**src/source/cdp_rdma_reg_pkg.sv**
```systemverilog
package cdp_rdma_reg_pkg;

  //////////////////////////////////////////////////
  // field widths
  //////////////////////////////////////////////////
  localparam int unsigned REG_DATA_W  = 32;
  localparam int unsigned REG_OFS_W   = 12;  // 4 KB window per unit
  localparam int unsigned CUBE_DIM_W  = 13;
  localparam int unsigned CSB_ADDR_W  = 22;  // word address from host

  typedef logic [REG_DATA_W-1:0] reg_data_t;
  typedef logic [REG_OFS_W-1:0]  reg_offset_t;
  typedef logic [CUBE_DIM_W-1:0] cube_dim_t;

  // host request word, 63 bits
  typedef struct packed {
    logic [1:0]            level;    // decoded, not used
    logic [3:0]            wrbe;     // byte enables, not used
    logic                  srcpriv;  // decoded, not used
    logic                  nposted;  // write wants a response
    logic                  write;
    reg_data_t             wdat;
    logic [CSB_ADDR_W-1:0] addr;
  } csb_req_t;

  // response word, 34 bits, same layout for read and write
  typedef struct packed {
    logic      is_write_resp;
    logic      error;
    reg_data_t rdata;
  } csb_resp_t;

  // per-group configuration seen by the datapath
  typedef struct packed {
    cube_dim_t width;
    cube_dim_t height;
    cube_dim_t channel;
    reg_data_t base_low;
    reg_data_t base_high;
    reg_data_t line_stride;
    reg_data_t surface_stride;
  } rdma_cfg_t;

  typedef enum logic [1:0] {
    GRP_IDLE    = 2'd0,  // op_en clear
    GRP_PENDING = 2'd1,  // op_en set, waiting for consumer
    GRP_RUNNING = 2'd2   // op_en set, group is consumer
  } grp_status_t;

  //////////////////////////////////////////////////
  // address map
  //////////////////////////////////////////////////
  localparam reg_offset_t POINTER_OFS     = 12'h000;
  localparam reg_offset_t STATUS_OFS      = 12'h004;
  localparam reg_offset_t DUAL_BASE       = 12'h008;  // first dual group offset
  localparam reg_offset_t OP_ENABLE_OFS   = 12'h008;
  localparam reg_offset_t WIDTH_OFS       = 12'h00c;
  localparam reg_offset_t HEIGHT_OFS      = 12'h010;
  localparam reg_offset_t CHANNEL_OFS     = 12'h014;
  localparam reg_offset_t BASE_LOW_OFS    = 12'h018;
  localparam reg_offset_t BASE_HIGH_OFS   = 12'h01c;
  localparam reg_offset_t LINE_STRIDE_OFS = 12'h020;
  localparam reg_offset_t SURF_STRIDE_OFS = 12'h024;
  localparam reg_offset_t PERF_STALL_OFS  = 12'h028;  // read only

endpackage
```
**src/source/cdp_rdma_reg.sv**
```systemverilog
`timescale 1ns/10ps

module cdp_rdma_reg #(
  parameter int unsigned OP_EN_DELAY = 3
) (
  input  logic                        nvdla_core_clk,
  input  logic                        nvdla_core_rstn,
  input  logic                        csb_req_pvld,
  input  cdp_rdma_reg_pkg::csb_req_t  csb_req_pd,
  output logic                        csb_req_prdy,
  output logic                        csb_resp_valid,
  output cdp_rdma_reg_pkg::csb_resp_t csb_resp_pd,
  input  logic                        dp2reg_done,
  input  cdp_rdma_reg_pkg::reg_data_t dp2reg_d0_perf_read_stall,
  input  cdp_rdma_reg_pkg::reg_data_t dp2reg_d1_perf_read_stall,
  output cdp_rdma_reg_pkg::rdma_cfg_t reg2dp_cfg,
  output logic                        reg2dp_op_en
);

  cdp_rdma_reg_pkg::reg_offset_t reg_offset;
  cdp_rdma_reg_pkg::reg_data_t   reg_wr_data;
  cdp_rdma_reg_pkg::reg_data_t   reg_rd_data;
  logic                          reg_wr_en;
  logic                          d0_wr_en, d1_wr_en;
  logic                          d0_op_en, d1_op_en;
  logic                          d0_op_en_trigger, d1_op_en_trigger;
  cdp_rdma_reg_pkg::rdma_cfg_t   d0_cfg, d1_cfg;
  cdp_rdma_reg_pkg::reg_data_t   d0_rd_data, d1_rd_data;

  // host side
  csb_reg_port u_port (
    .nvdla_core_clk, .nvdla_core_rstn, .csb_req_pvld, .csb_req_pd, .csb_req_prdy,
    .csb_resp_valid, .csb_resp_pd, .reg_offset, .reg_wr_data, .reg_wr_en, .reg_rd_en(),
    .reg_rd_data
  );

  rdma_pingpong_ctrl #(.OP_EN_DELAY(OP_EN_DELAY)) u_ctrl (
    .nvdla_core_clk, .nvdla_core_rstn, .reg_offset, .reg_wr_data, .reg_wr_en, .dp2reg_done,
    .d0_op_en_trigger, .d1_op_en_trigger, .d0_cfg, .d1_cfg, .d0_rd_data, .d1_rd_data,
    .d0_wr_en, .d1_wr_en, .d0_op_en, .d1_op_en, .reg_rd_data, .reg2dp_cfg, .reg2dp_op_en
  );

  // ping and pong groups
  rdma_dual_group u_group0 (
    .nvdla_core_clk, .nvdla_core_rstn, .reg_offset, .reg_wr_data, .wr_en(d0_wr_en),
    .op_en(d0_op_en), .perf_read_stall(dp2reg_d0_perf_read_stall), .cfg(d0_cfg),
    .op_en_trigger(d0_op_en_trigger), .rd_data(d0_rd_data)
  );

  rdma_dual_group u_group1 (
    .nvdla_core_clk, .nvdla_core_rstn, .reg_offset, .reg_wr_data, .wr_en(d1_wr_en),
    .op_en(d1_op_en), .perf_read_stall(dp2reg_d1_perf_read_stall), .cfg(d1_cfg),
    .op_en_trigger(d1_op_en_trigger), .rd_data(d1_rd_data)
  );

endmodule

```
**src/source/rdma_dual_group.sv**
```systemverilog
`timescale 1ns/10ps

module rdma_dual_group (
  input  logic                          nvdla_core_clk,
  input  logic                          nvdla_core_rstn,
  input  cdp_rdma_reg_pkg::reg_offset_t reg_offset,
  input  cdp_rdma_reg_pkg::reg_data_t   reg_wr_data,
  input  logic                          wr_en,
  input  logic                          op_en,
  input  cdp_rdma_reg_pkg::reg_data_t   perf_read_stall,
  output cdp_rdma_reg_pkg::rdma_cfg_t   cfg,
  output logic                          op_en_trigger,
  output cdp_rdma_reg_pkg::reg_data_t   rd_data
);

  //////////////////////////////////////////////////
  // config fields
  //////////////////////////////////////////////////
  always_ff @(posedge nvdla_core_clk or negedge nvdla_core_rstn) begin
    if (!nvdla_core_rstn) begin
      cfg <= '0;
    end else if (wr_en) begin
      case (reg_offset)
        cdp_rdma_reg_pkg::WIDTH_OFS: begin
          cfg.width <= cdp_rdma_reg_pkg::cube_dim_t'(reg_wr_data);  // low 13 bits
        end
        cdp_rdma_reg_pkg::HEIGHT_OFS: begin
          cfg.height <= cdp_rdma_reg_pkg::cube_dim_t'(reg_wr_data);
        end
        cdp_rdma_reg_pkg::CHANNEL_OFS: begin
          cfg.channel <= cdp_rdma_reg_pkg::cube_dim_t'(reg_wr_data);
        end
        cdp_rdma_reg_pkg::BASE_LOW_OFS: begin
          cfg.base_low <= reg_wr_data;
        end
        cdp_rdma_reg_pkg::BASE_HIGH_OFS: begin
          cfg.base_high <= reg_wr_data;
        end
        cdp_rdma_reg_pkg::LINE_STRIDE_OFS: begin
          cfg.line_stride <= reg_wr_data;
        end
        cdp_rdma_reg_pkg::SURF_STRIDE_OFS: begin
          cfg.surface_stride <= reg_wr_data;
        end
        default: begin
        end
      endcase
    end
  end

  // op_en bit itself is held in the ping-pong control
  assign op_en_trigger = wr_en & (reg_offset == cdp_rdma_reg_pkg::OP_ENABLE_OFS);

  //////////////////////////////////////////////////
  // read-back
  //////////////////////////////////////////////////
  always_comb begin
    case (reg_offset)
      cdp_rdma_reg_pkg::OP_ENABLE_OFS: rd_data = {31'b0, op_en};
      cdp_rdma_reg_pkg::WIDTH_OFS: begin
        rd_data = cdp_rdma_reg_pkg::reg_data_t'(cfg.width);  // zero extended
      end
      cdp_rdma_reg_pkg::HEIGHT_OFS: begin
        rd_data = cdp_rdma_reg_pkg::reg_data_t'(cfg.height);
      end
      cdp_rdma_reg_pkg::CHANNEL_OFS: begin
        rd_data = cdp_rdma_reg_pkg::reg_data_t'(cfg.channel);
      end
      cdp_rdma_reg_pkg::BASE_LOW_OFS:    rd_data = cfg.base_low;
      cdp_rdma_reg_pkg::BASE_HIGH_OFS:   rd_data = cfg.base_high;
      cdp_rdma_reg_pkg::LINE_STRIDE_OFS: rd_data = cfg.line_stride;
      cdp_rdma_reg_pkg::SURF_STRIDE_OFS: rd_data = cfg.surface_stride;
      cdp_rdma_reg_pkg::PERF_STALL_OFS:  rd_data = perf_read_stall;  // live counter
      default:                           rd_data = '0;  // unmapped
    endcase
  end

endmodule

```
**src/source/rdma_pingpong_ctrl.sv**
```systemverilog
`timescale 1ns/10ps

module rdma_pingpong_ctrl #(
  parameter int unsigned OP_EN_DELAY = 3
) (
  input  logic                          nvdla_core_clk,
  input  logic                          nvdla_core_rstn,
  input  cdp_rdma_reg_pkg::reg_offset_t reg_offset,
  input  cdp_rdma_reg_pkg::reg_data_t   reg_wr_data,
  input  logic                          reg_wr_en,
  input  logic                          dp2reg_done,
  input  logic                          d0_op_en_trigger,
  input  logic                          d1_op_en_trigger,
  input  cdp_rdma_reg_pkg::rdma_cfg_t   d0_cfg,
  input  cdp_rdma_reg_pkg::rdma_cfg_t   d1_cfg,
  input  cdp_rdma_reg_pkg::reg_data_t   d0_rd_data,
  input  cdp_rdma_reg_pkg::reg_data_t   d1_rd_data,
  output logic                          d0_wr_en,
  output logic                          d1_wr_en,
  output logic                          d0_op_en,
  output logic                          d1_op_en,
  output cdp_rdma_reg_pkg::reg_data_t   reg_rd_data,
  output cdp_rdma_reg_pkg::rdma_cfg_t   reg2dp_cfg,
  output logic                          reg2dp_op_en
);

  logic                          producer;   // group the host programs
  logic                          consumer;   // group the datapath runs
  logic                          select_s;
  logic                          select_d0;
  logic                          select_d1;
  cdp_rdma_reg_pkg::grp_status_t status_0;
  cdp_rdma_reg_pkg::grp_status_t status_1;
  cdp_rdma_reg_pkg::reg_data_t   s_rd_data;
  logic                          op_en_ori;
  logic [OP_EN_DELAY-1:0]        op_en_pipe;

  //////////////////////////////////////////////////
  // address decode and write gating
  //////////////////////////////////////////////////
  assign select_s  = (reg_offset < cdp_rdma_reg_pkg::DUAL_BASE);
  assign select_d0 = ~select_s & ~producer;
  assign select_d1 = ~select_s & producer;

  assign d0_wr_en = reg_wr_en & select_d0 & ~d0_op_en;  // locked while enabled
  assign d1_wr_en = reg_wr_en & select_d1 & ~d1_op_en;

  //////////////////////////////////////////////////
  // pointers and op_en bits
  //////////////////////////////////////////////////
  always_ff @(posedge nvdla_core_clk or negedge nvdla_core_rstn) begin
    if (!nvdla_core_rstn) begin
      producer <= 1'b0;
      consumer <= 1'b0;
    end else begin
      if (reg_wr_en && select_s && reg_offset == cdp_rdma_reg_pkg::POINTER_OFS) begin
        producer <= reg_wr_data[0];
      end
      if (dp2reg_done) begin
        consumer <= ~consumer;  // hand over to the other group
      end
    end
  end

  always_ff @(posedge nvdla_core_clk or negedge nvdla_core_rstn) begin
    if (!nvdla_core_rstn) begin
      d0_op_en <= 1'b0;
      d1_op_en <= 1'b0;
    end else begin
      if (~d0_op_en & d0_op_en_trigger) begin
        d0_op_en <= reg_wr_data[0];
      end else if (dp2reg_done & ~consumer) begin
        d0_op_en <= 1'b0;  // group 0 finished
      end
      if (~d1_op_en & d1_op_en_trigger) begin
        d1_op_en <= reg_wr_data[0];
      end else if (dp2reg_done & consumer) begin
        d1_op_en <= 1'b0;  // group 1 finished
      end
    end
  end

  // status per group
  assign status_0 = ~d0_op_en ? cdp_rdma_reg_pkg::GRP_IDLE :
                    ~consumer ? cdp_rdma_reg_pkg::GRP_RUNNING : cdp_rdma_reg_pkg::GRP_PENDING;
  assign status_1 = ~d1_op_en ? cdp_rdma_reg_pkg::GRP_IDLE :
                    consumer  ? cdp_rdma_reg_pkg::GRP_RUNNING : cdp_rdma_reg_pkg::GRP_PENDING;

  //////////////////////////////////////////////////
  // read-back merge
  //////////////////////////////////////////////////
  always_comb begin
    case (reg_offset)
      cdp_rdma_reg_pkg::POINTER_OFS: s_rd_data = {15'b0, consumer, 15'b0, producer};
      cdp_rdma_reg_pkg::STATUS_OFS:  s_rd_data = {14'b0, status_1, 14'b0, status_0};
      default:                       s_rd_data = '0;
    endcase
  end

  assign reg_rd_data = select_s ? s_rd_data : (producer ? d1_rd_data : d0_rd_data);

  //////////////////////////////////////////////////
  // launch delay and active config
  //////////////////////////////////////////////////
  assign op_en_ori = consumer ? d1_op_en : d0_op_en;

  always_ff @(posedge nvdla_core_clk or negedge nvdla_core_rstn) begin
    if (!nvdla_core_rstn) begin
      op_en_pipe <= '0;
    end else if (dp2reg_done) begin
      op_en_pipe <= '0;  // drop op_en right after done
    end else begin
      op_en_pipe[0] <= op_en_ori;
      for (int i = 1; i < OP_EN_DELAY; i++) begin
        op_en_pipe[i] <= op_en_pipe[i-1];
      end
    end
  end

  assign reg2dp_op_en = op_en_pipe[OP_EN_DELAY-1];
  assign reg2dp_cfg   = consumer ? d1_cfg : d0_cfg;  // follows consumer, no flop

endmodule

```
**src/source/csb_reg_port.sv**
```systemverilog
`timescale 1ns/10ps

module csb_reg_port (
  input  logic                          nvdla_core_clk,
  input  logic                          nvdla_core_rstn,
  input  logic                          csb_req_pvld,
  input  cdp_rdma_reg_pkg::csb_req_t    csb_req_pd,
  output logic                          csb_req_prdy,
  output logic                          csb_resp_valid,
  output cdp_rdma_reg_pkg::csb_resp_t   csb_resp_pd,
  output cdp_rdma_reg_pkg::reg_offset_t reg_offset,
  output cdp_rdma_reg_pkg::reg_data_t   reg_wr_data,
  output logic                          reg_wr_en,
  output logic                          reg_rd_en,
  input  cdp_rdma_reg_pkg::reg_data_t   reg_rd_data
);

  logic                       req_pvld;
  cdp_rdma_reg_pkg::csb_req_t req_pd;
  logic                       resp_needed;
  cdp_rdma_reg_pkg::csb_resp_t resp_w;

  assign csb_req_prdy = 1'b1;  // never back-pressure the host

  //////////////////////////////////////////////////
  // request capture
  //////////////////////////////////////////////////
  always_ff @(posedge nvdla_core_clk or negedge nvdla_core_rstn) begin
    if (!nvdla_core_rstn) begin
      req_pvld <= 1'b0;
    end else begin
      req_pvld <= csb_req_pvld;
    end
  end

  always_ff @(posedge nvdla_core_clk) begin
    if (csb_req_pvld) begin
      req_pd <= csb_req_pd;  // payload only loads on valid
    end
  end

  // word address to byte offset, top bits fall outside the 4 KB window
  assign reg_offset  = {req_pd.addr[cdp_rdma_reg_pkg::REG_OFS_W-3:0], 2'b00};
  assign reg_wr_data = req_pd.wdat;
  assign reg_wr_en   = req_pvld & req_pd.write;
  assign reg_rd_en   = req_pvld & ~req_pd.write;

  assign resp_needed = reg_rd_en | (reg_wr_en & req_pd.nposted);  // posted writes stay silent

  // read returns data, write returns zero with type bit set
  always_comb begin
    resp_w.is_write_resp = ~reg_rd_en;
    resp_w.error         = 1'b0;
    resp_w.rdata         = reg_rd_en ? reg_rd_data : '0;
  end

  //////////////////////////////////////////////////
  // response register
  //////////////////////////////////////////////////
  always_ff @(posedge nvdla_core_clk or negedge nvdla_core_rstn) begin
    if (!nvdla_core_rstn) begin
      csb_resp_valid <= 1'b0;
    end else begin
      csb_resp_valid <= resp_needed;  // one cycle pulse
    end
  end

  always_ff @(posedge nvdla_core_clk) begin
    if (resp_needed) begin
      csb_resp_pd <= resp_w;
    end
  end

endmodule

```
**config.mk**
```make
export PLATFORM = sky130hd
export DESIGN_NAME = cdp_rdma_reg
export DESIGN_NICKNAME = d
export VERILOG_FILES = /design/src/source/cdp_rdma_reg_pkg.sv /design/src/source/cdp_rdma_reg.sv /design/src/source/rdma_dual_group.sv /design/src/source/rdma_pingpong_ctrl.sv /design/src/source/csb_reg_port.sv
export SDC_FILE = /design/constraint.sdc
export NUM_CORES = 1
export LEC_CHECK = 0
export BUFFER_PORTS_ARGS = -buffer_cell sky130_fd_sc_hd__clkbuf_2
export CORE_ASPECT_RATIO = 0.75
export CORE_MARGIN = 4
export CORE_UTILIZATION = 45
export DETAILED_ROUTE_END_ITERATION = 16
export PLACE_DENSITY_LB_ADDON = 0.3
export RECOVER_POWER = 100
export SETUP_SLACK_MARGIN = 0.4
export SLEW_MARGIN = 20
export SYNTH_ARGS = -nofsm -noshare
export SYNTH_HDL_FRONTEND = slang
export SYNTH_SLANG_ARGS = --single-unit
```
**constraint.sdc**
```tcl
create_clock -name nvdla_core_clk -period 3.2 [get_ports nvdla_core_clk]
set_input_delay 0.16 -clock nvdla_core_clk [delete_from_list [all_inputs] [get_ports nvdla_core_clk]]
set_output_delay 0.16 -clock nvdla_core_clk [all_outputs]
set_load 0.03 [all_outputs]
```
Word level (Yosys, flattened, before mapping)
Cells that the tools add are included.
{ "op_classes": {"magnitude_cmp": 1, "eq_ne": 10, "mux": 16, "n_bitwise": 23, "reduce_logical": 19} }
{ "ops": {"columns": ["cell", "n"], "rows": [
  ["32-bit case mux with 9 select lines", 2],
  ["167-bit 2-to-1 mux", 1],
  ["32-bit 2-to-1 mux", 2],
  ["10-bit by 3-bit equality test with 1-bit output (second input constant)", 4],
  ["18-bit case mux with 2 select lines", 1],
  ["10-bit by 4-bit equality test with 1-bit output (second input constant)", 3],
  ["2-bit AND reduction", 14],
  ["10-bit by 2-bit equality test with 1-bit output (second input constant)", 2],
  ["1-bit AND", 15],
  ["12-bit logical NOT", 1],
  ["12-bit by 4-bit < comparator with 1-bit output (second input constant)", 1],
  ["10-bit by 1-bit equality test with 1-bit output (second input constant)", 1],
  ["2-bit 2-to-1 mux", 4],
  ["1-bit NOT", 7],
  ["1-bit 2-to-1 mux", 5],
  ["2-bit nonzero test", 2],
  ["3-bit 2-to-1 mux", 1],
  ["1-bit logical AND", 2],
  ["1-bit bitwise OR", 1]
]} }
{ "word_totals": {"ff_bits": 420, "input_bits": 131, "output_inout_bits": 204, "wordCells": 96} }

Depth between registers and ports, before layout
{ "depth": {"word_depth": 8, "ltp_mapped": 8, "mapped_depth_nobuf": 5} }

Cells and area by module
Synthesis repeated with hierarchy kept, for this count alone.
{ "hier_totals": {"cells_unflattened": 1625, "area_unflattened_um2": 21812.2} }
{ "by_module_without_submodules": {"columns": ["module", "n_inst", "cells_each", "area_per_inst_um2", "seq_area_each_um2"], "rows": [
  ["rdma_dual_group", 2, 583, 7977.7, 4179.0],
  ["csb_reg_port", 1, 167, 3000.4, 2362.3],
  ["rdma_pingpong_ctrl", 1, 292, 2856.5, 175.2]
]} }

Worst setup path before layout
No wires, ideal clock.
{ "synth_path": {"kind": "reg2reg", "from": "reg u_port.req_pd[54] in the netlist's numbering", "to": "reg u_port.csb_resp_pd[0] (netlist name)", "setup_ps": 476, "arrival_time_ps": 2846, "t_required_ps": 2724, "slack_ps": -122, "path_stages_with_launch": 2, "path_buffers": 0, "synth_period_minus_slack_ps": 3322, "path_cell_list": "edfxtp_1 > a21boi_0"} }
{ "synth_between": {"elab_chain_cells": 3, "elab_cells_between_ends": 5, "cone_classes": "bitwise: 5"} }
{ "synth_lines": {"columns": ["item", "line", "source"], "rows": [
  ["start: declaration", "csb_reg_port.sv:19", "cdp_rdma_reg_pkg::csb_req_t req_pd;"],
  ["start signal: assignment", "csb_reg_port.sv:38", "req_pd <= csb_req_pd;"],
  ["1-bit AND or 1-bit NOT (tied branches)", "csb_reg_port.sv:45, csb_reg_port.sv:46", null],
  ["1-bit AND (on tied branches)", "csb_reg_port.sv:48, csb_reg_port.sv:46", null],
  ["1-bit bitwise OR *", "csb_reg_port.sv:48", "assign resp_needed = reg_rd_en | (reg_wr_en & req_pd.nposted);"],
  ["via u_port.resp_needed", "csb_reg_port.sv:20", "logic resp_needed;"]
]} }
The timed path passes the listed nets; every way through them passes the cells marked *.
A chain may end at the register's enable or synchronous reset.

Worst setup path after layout
{ "layout_path": {"from": "reg u_port.req_pd, in the netlist u_port.reg_offset[9]", "to": "reg u_group1.cfg[157] in the netlist's numbering"} }
{ "layout_between": {"elab_chain_cells": 6, "elab_cells_between_ends": 7, "cone_classes": "order compare: 1; eq/ne: 1; bitwise: 4; reduce/logical: 1"} }
{ "layout_lines": {"columns": ["item", "line", "source"], "rows": [
  ["12-bit by 4-bit < comparator with 1-bit output", "rdma_pingpong_ctrl.sv:41", "assign select_s = (reg_offset < cdp_rdma_reg_pkg::DUAL_BASE);"],
  ["1-bit NOT", "rdma_pingpong_ctrl.sv:43", "assign select_d1 = ~select_s & producer;"],
  ["1-bit AND", "rdma_pingpong_ctrl.sv:43", null],
  ["1-bit AND (2 in series)", "rdma_pingpong_ctrl.sv:46", "assign d1_wr_en = reg_wr_en & select_d1 & ~d1_op_en;"],
  ["2-bit AND reduction (no line) *", null, null],
  ["end: declaration", "rdma_dual_group.sv:11", "output cdp_rdma_reg_pkg::rdma_cfg_t cfg,"]
]} }
Mark *: on every way between the ends. The rest lies on a longest branch, timed or not.

==> impl_metrics.py <==
metrics = {
    "run_status": {
        "status": "complete, but fails checks",
        "failed_checks": "max-capacitance violations, max-slew violations",
    },
    "timing": {
        "hold_viol": 0,
        "slew_viol_final": 130,
        "fin_worst_hold_slack_ns": 0.1176,
        "rsz0062_at_grt": "no",
        "slew-limit-headroom": -0.5676,
        "clock.fmax_mhz": 339.5,
        "setup_tns_ns": 0,
        "setup_viol": 0,
        "worstMarginPinSlew_ns": 2.351,
        "fin_crit_ns": 2.946,
        "finalCritPeriodShare": 0.9206,
        "clock_skew_ns": 0.04327,
    },
    "detailed_routing": {
        "vias_per_cell": 6.106,
        "first_pass_iters": 5,
        "wl_per_cell_microns": 27.69,
        "drc_errors": 0,
        "ant_nets": 0,
        "drt_iter0_markers": 1565,
        "vias": 15470,
        "wirelength_mm": 70.17,
    },
    "die": {
        "die_area_sq_um": 49930,
        "core_sq_um": 45940,
        "die_y_microns": 194.5,
        "row_count": 68,
        "die-width_microns": 256.7,
        "start_util": 0.4543,
        "io_pins": 335,
    },
    "pwr": {
        "netSwitchingPower_mw": 3.328,
        "power_frac_seq": 0.473,
        "cellLeakagePower_nw": 11.54,
        "p_sw_frac": 0.2690,
        "p_per_area_nw_per_um2": 493.6,
        "cell_internal_pwr_mw": 9.045,
        "power_frac_comb": 0.119,
        "clkPwrFrac": 0.409,
        "ir_worst_vdd_v": 0.0004813,
    },
    "run": {
        "drv_cap": 3,
    },
    "cts": {
        "cts_tree": "done",
        "clk_latency_ns": 0.57,
        "cts_max_level": 2,
        "clock_sinks": 420,
        "cts_root_buf": "clkbuf_16",
        "clock_path_buffers": 3,
        "clk_pin_slew_ns": 0.06,
        "cts-buffers-inserted": 45,
    },
    "yosys": {
        "ys_types": 65,
        "syn_area_per_cell_sq_um": 13.66,
        "ys_ff_latch": 420,
        "syn_area_sq_um": 20870,
        "syn_nets": 1659,
        "synth_edf_count": 77,
        "yosys-top-cells-area": "dfrtp_1 41%, mux2_2 26%, edfxtp_1 11%",
        "synth.largest_area_cell": "dfrtp_1",
        "yosys_warnings": 0,
        "async_flop_share": 0.8167,
        "synth_top_area_share": 0.4112,
        "syn-instance-count": 1528,
        "ys_seq_area_frac": 0.5220,
        "yosys_most_used_dff": "dfrtp_1",
    },
    "setup_path": {
        "crit_type": "reg -> reg",
        "regToRegEndpoint": "u_group1.cfg[157]",
        "critPathCaptureType": "register",
        "rr_startpoint": "u_port.reg_offset[9]",
        "critPathMaxFanout": 13,
        "cp.arrival_ns": 3.38,
        "required_ns": 3.63,
        "slowest_delay_ns": 0.67,
        "rrSetupSlack_ns": 0.25,
        "cp-start-kind": "register",
        "reg2regPathDepth": 8,
        "crit_chain": "or4_1, buf_4, nor2_2, buf_4, nand2_1, nor2_2, clkbuf_2, mux2_2",
        "cp_slowest_cell": "or4_1",
        "critPathLaunch": "u_port.reg_offset[9]",
        "endpoint": "u_group1.cfg[157]",
    },
    "grt": {
        "grt_overflow": 0,
        "grt_max_degree": 98,
        "antenna_found_initial": 2,
        "grt_usage": 0.2717,
        "grt_pass1_wl_mm": 103.3,
        "grt_pass1_vias": 15810,
    },
    "layout": {
        "utilization": 0.5456,
        "final_cell_mix": "455 x mux2_2, 341 x dfrtp_1, 192 x clkbuf_1",
        "final_common_cell": "mux2_2",
        "diodes": 0,
        "drive_above_1_share": 0.4064,
        "syn_to_final_growth_pct": 20.10,
        "fill_cells": 3841,
        "final_nets": 2035,
    },
    "placed_design": {
        "routabilityCongestion": 0.9247,
        "port_buffers": 313,
        "dpl.hpwl_mm": 46.34,
    },
    "min_path": {
        "hold_class": "in -> reg",
    },
}
-- cell families (layout without fill, tap and decap cells) --
| group | after synthesis | in the layout | share of synthesized area |
|---|---|---|---|
| AND/OR/NAND/NOR | 137 | 137 | 0.04130 |
| buffers and inverters | 137 | 548 | 0.03687 |
| flip-flops | 420 | 420 | 0.5220 |
| multiplexers | 573 | 573 | 0.3069 |
| XOR/XNOR | 1 | 1 | 0.0004197 |
| AO/OA/AOI/OAI | 258 | 258 | 0.09208 |
| other | 2 | 2 | 0.0003598 |
-- routing by layer --
layer / GRT usage / vias to the layer above / routed length (microns)
met2: 0.4196 / 809 / 31580
li1: - / 6596 / -
met1: 0.3970 / 7953 / 30260
met5: 0 / - / 13
met3: 0.05523 / 113 / 6784
met4: 0.06543 / 2 / 1529
-- Yosys cell counts (all sizes together) (2+ instances only) --
cell type and instances:
a2111o 2, conb 2, a311oi 2, o2bb2ai 9, mux4 3, a221o 3
nor4 4, nor3 22, a22o 7, dfrtp 343, and3 16, or4 2
edfxtp 77, a22oi 74, o31ai 5, a222oi 2, nand3 16, o211a 2
a211oi 16, o221ai 35, inv 6, a21oi 40, o22ai 8, a31oi 2
nor4b 2, o21ai 23, clkbuf 60, buf 71, nor2 27, mux2 506
nand2 28, and2 4, mux2i 64, o22a 4, nand2b 3, a221oi 10
a2111oi 7, nor2b 6, nand4 2, or4b 2
-- worst max-delay path, delay by kind of cell, from the launching register on --
family                 cells  cell delay, ns
muxes                      1            0.41
buffers and inverters      3            0.92
DFF                        1            0.42
and+or+nand+nor            4            1.07
-- registers in the layout (all words and copies together), names as in the netlist --
signal / flops
u_ctrl.d0_op_en: 1
u_port.csb_resp_valid: 1
u_group0.cfg: 167
u_ctrl.d1_op_en: 1
u_port.reg_offset: 10
u_ctrl.producer: 1
u_group1.cfg: 167
u_port.csb_resp_pd: 33
u_port.req_pd: 2
u_ctrl.op_en_pipe: 3
u_ctrl.consumer: 1
u_port.req_pvld: 1
u_port.reg_wr_data: 32
-- power by group through the flow --
stage | Sequential (mW) | Combinational [mW] | Clock, mW
2_1_floorplan | 5.76 | 0.957 | 0
5_1_grt | 5.86 | 1.54 | 5.37
3_3_place_gp | 5.94 | 1.43 | 0
6_report | 5.85 | 1.47 | 5.05
4_1_cts | 5.84 | 1.49 | 5.13
3_5_place_dp | 5.94 | 1.45 | 0
-- metrics by stage --
| step | total power, mW | area [sq um] | std cells | worst slack (ns) |
|---|---|---|---|---|
| floorplan | 6.721 | 20870 | 1528 | 0.7600 |
| finish | 12.37 | 25070 | 2534 | 0.2542 |
| global placement | 7.366 | 23490 | 2398 | 0.5005 |
| CTS | 12.46 | 25340 | 2526 | 0.4363 |
| detailed placement | 7.387 | 23490 | 2398 | 0.4613 |
| global route | 12.77 | 25070 | 2534 | 0.2051 |
-- cell type report --
| type | count | area, sq um | area share |
|---|---|---|---|
| sequential | 420 | 10900 | 0.4349 |
| timing repair buffer | 460 | 2804 | 0.1119 |
| clock inverter | 14 | 127.6 | 0.005091 |
| clock buffer | 68 | 1262 | 0.05036 |
| inverter | 6 | 22.52 | 0.0008985 |
| tap | 595 | 744.5 | 0.02970 |
| multi-input combinational | 971 | 9205 | 0.3672 |
-- worst min-delay path by stage --
stage | start | endpoint | slack (ns) | depth (start not counted)
2_1_floorplan | nvdla_core_rstn | u_ctrl.consumer | -0.14 | 0
3_3_place_gp | nvdla_core_rstn | u_group1.cfg[132] | 0.23 | 1
3_5_place_dp | nvdla_core_rstn | u_group1.cfg[4] | 0.23 | 1
4_1_cts | dp2reg_d1_perf_read_stall[7] | u_port.csb_resp_pd[7] | 0.10 | 3
5_1_grt | dp2reg_d1_perf_read_stall[7] | u_port.csb_resp_pd[7] | 0.13 | 3
6_report | dp2reg_d0_perf_read_stall[8] | u_port.csb_resp_pd[8] | 0.12 | 3
-- repair_timing --
| item | in CTS | in global routing |
|---|---|---|
| gates resized for setup | 0 | 4 |
| buffers inserted | 0 | 8 |
| hold endpoints to repair | 130 | 0 |
| hold buffers | 46 | 0 |
| endpoints found under the setup margin | 0 | 63 |
No activity file was read; power rests on OpenSTA's default activity.
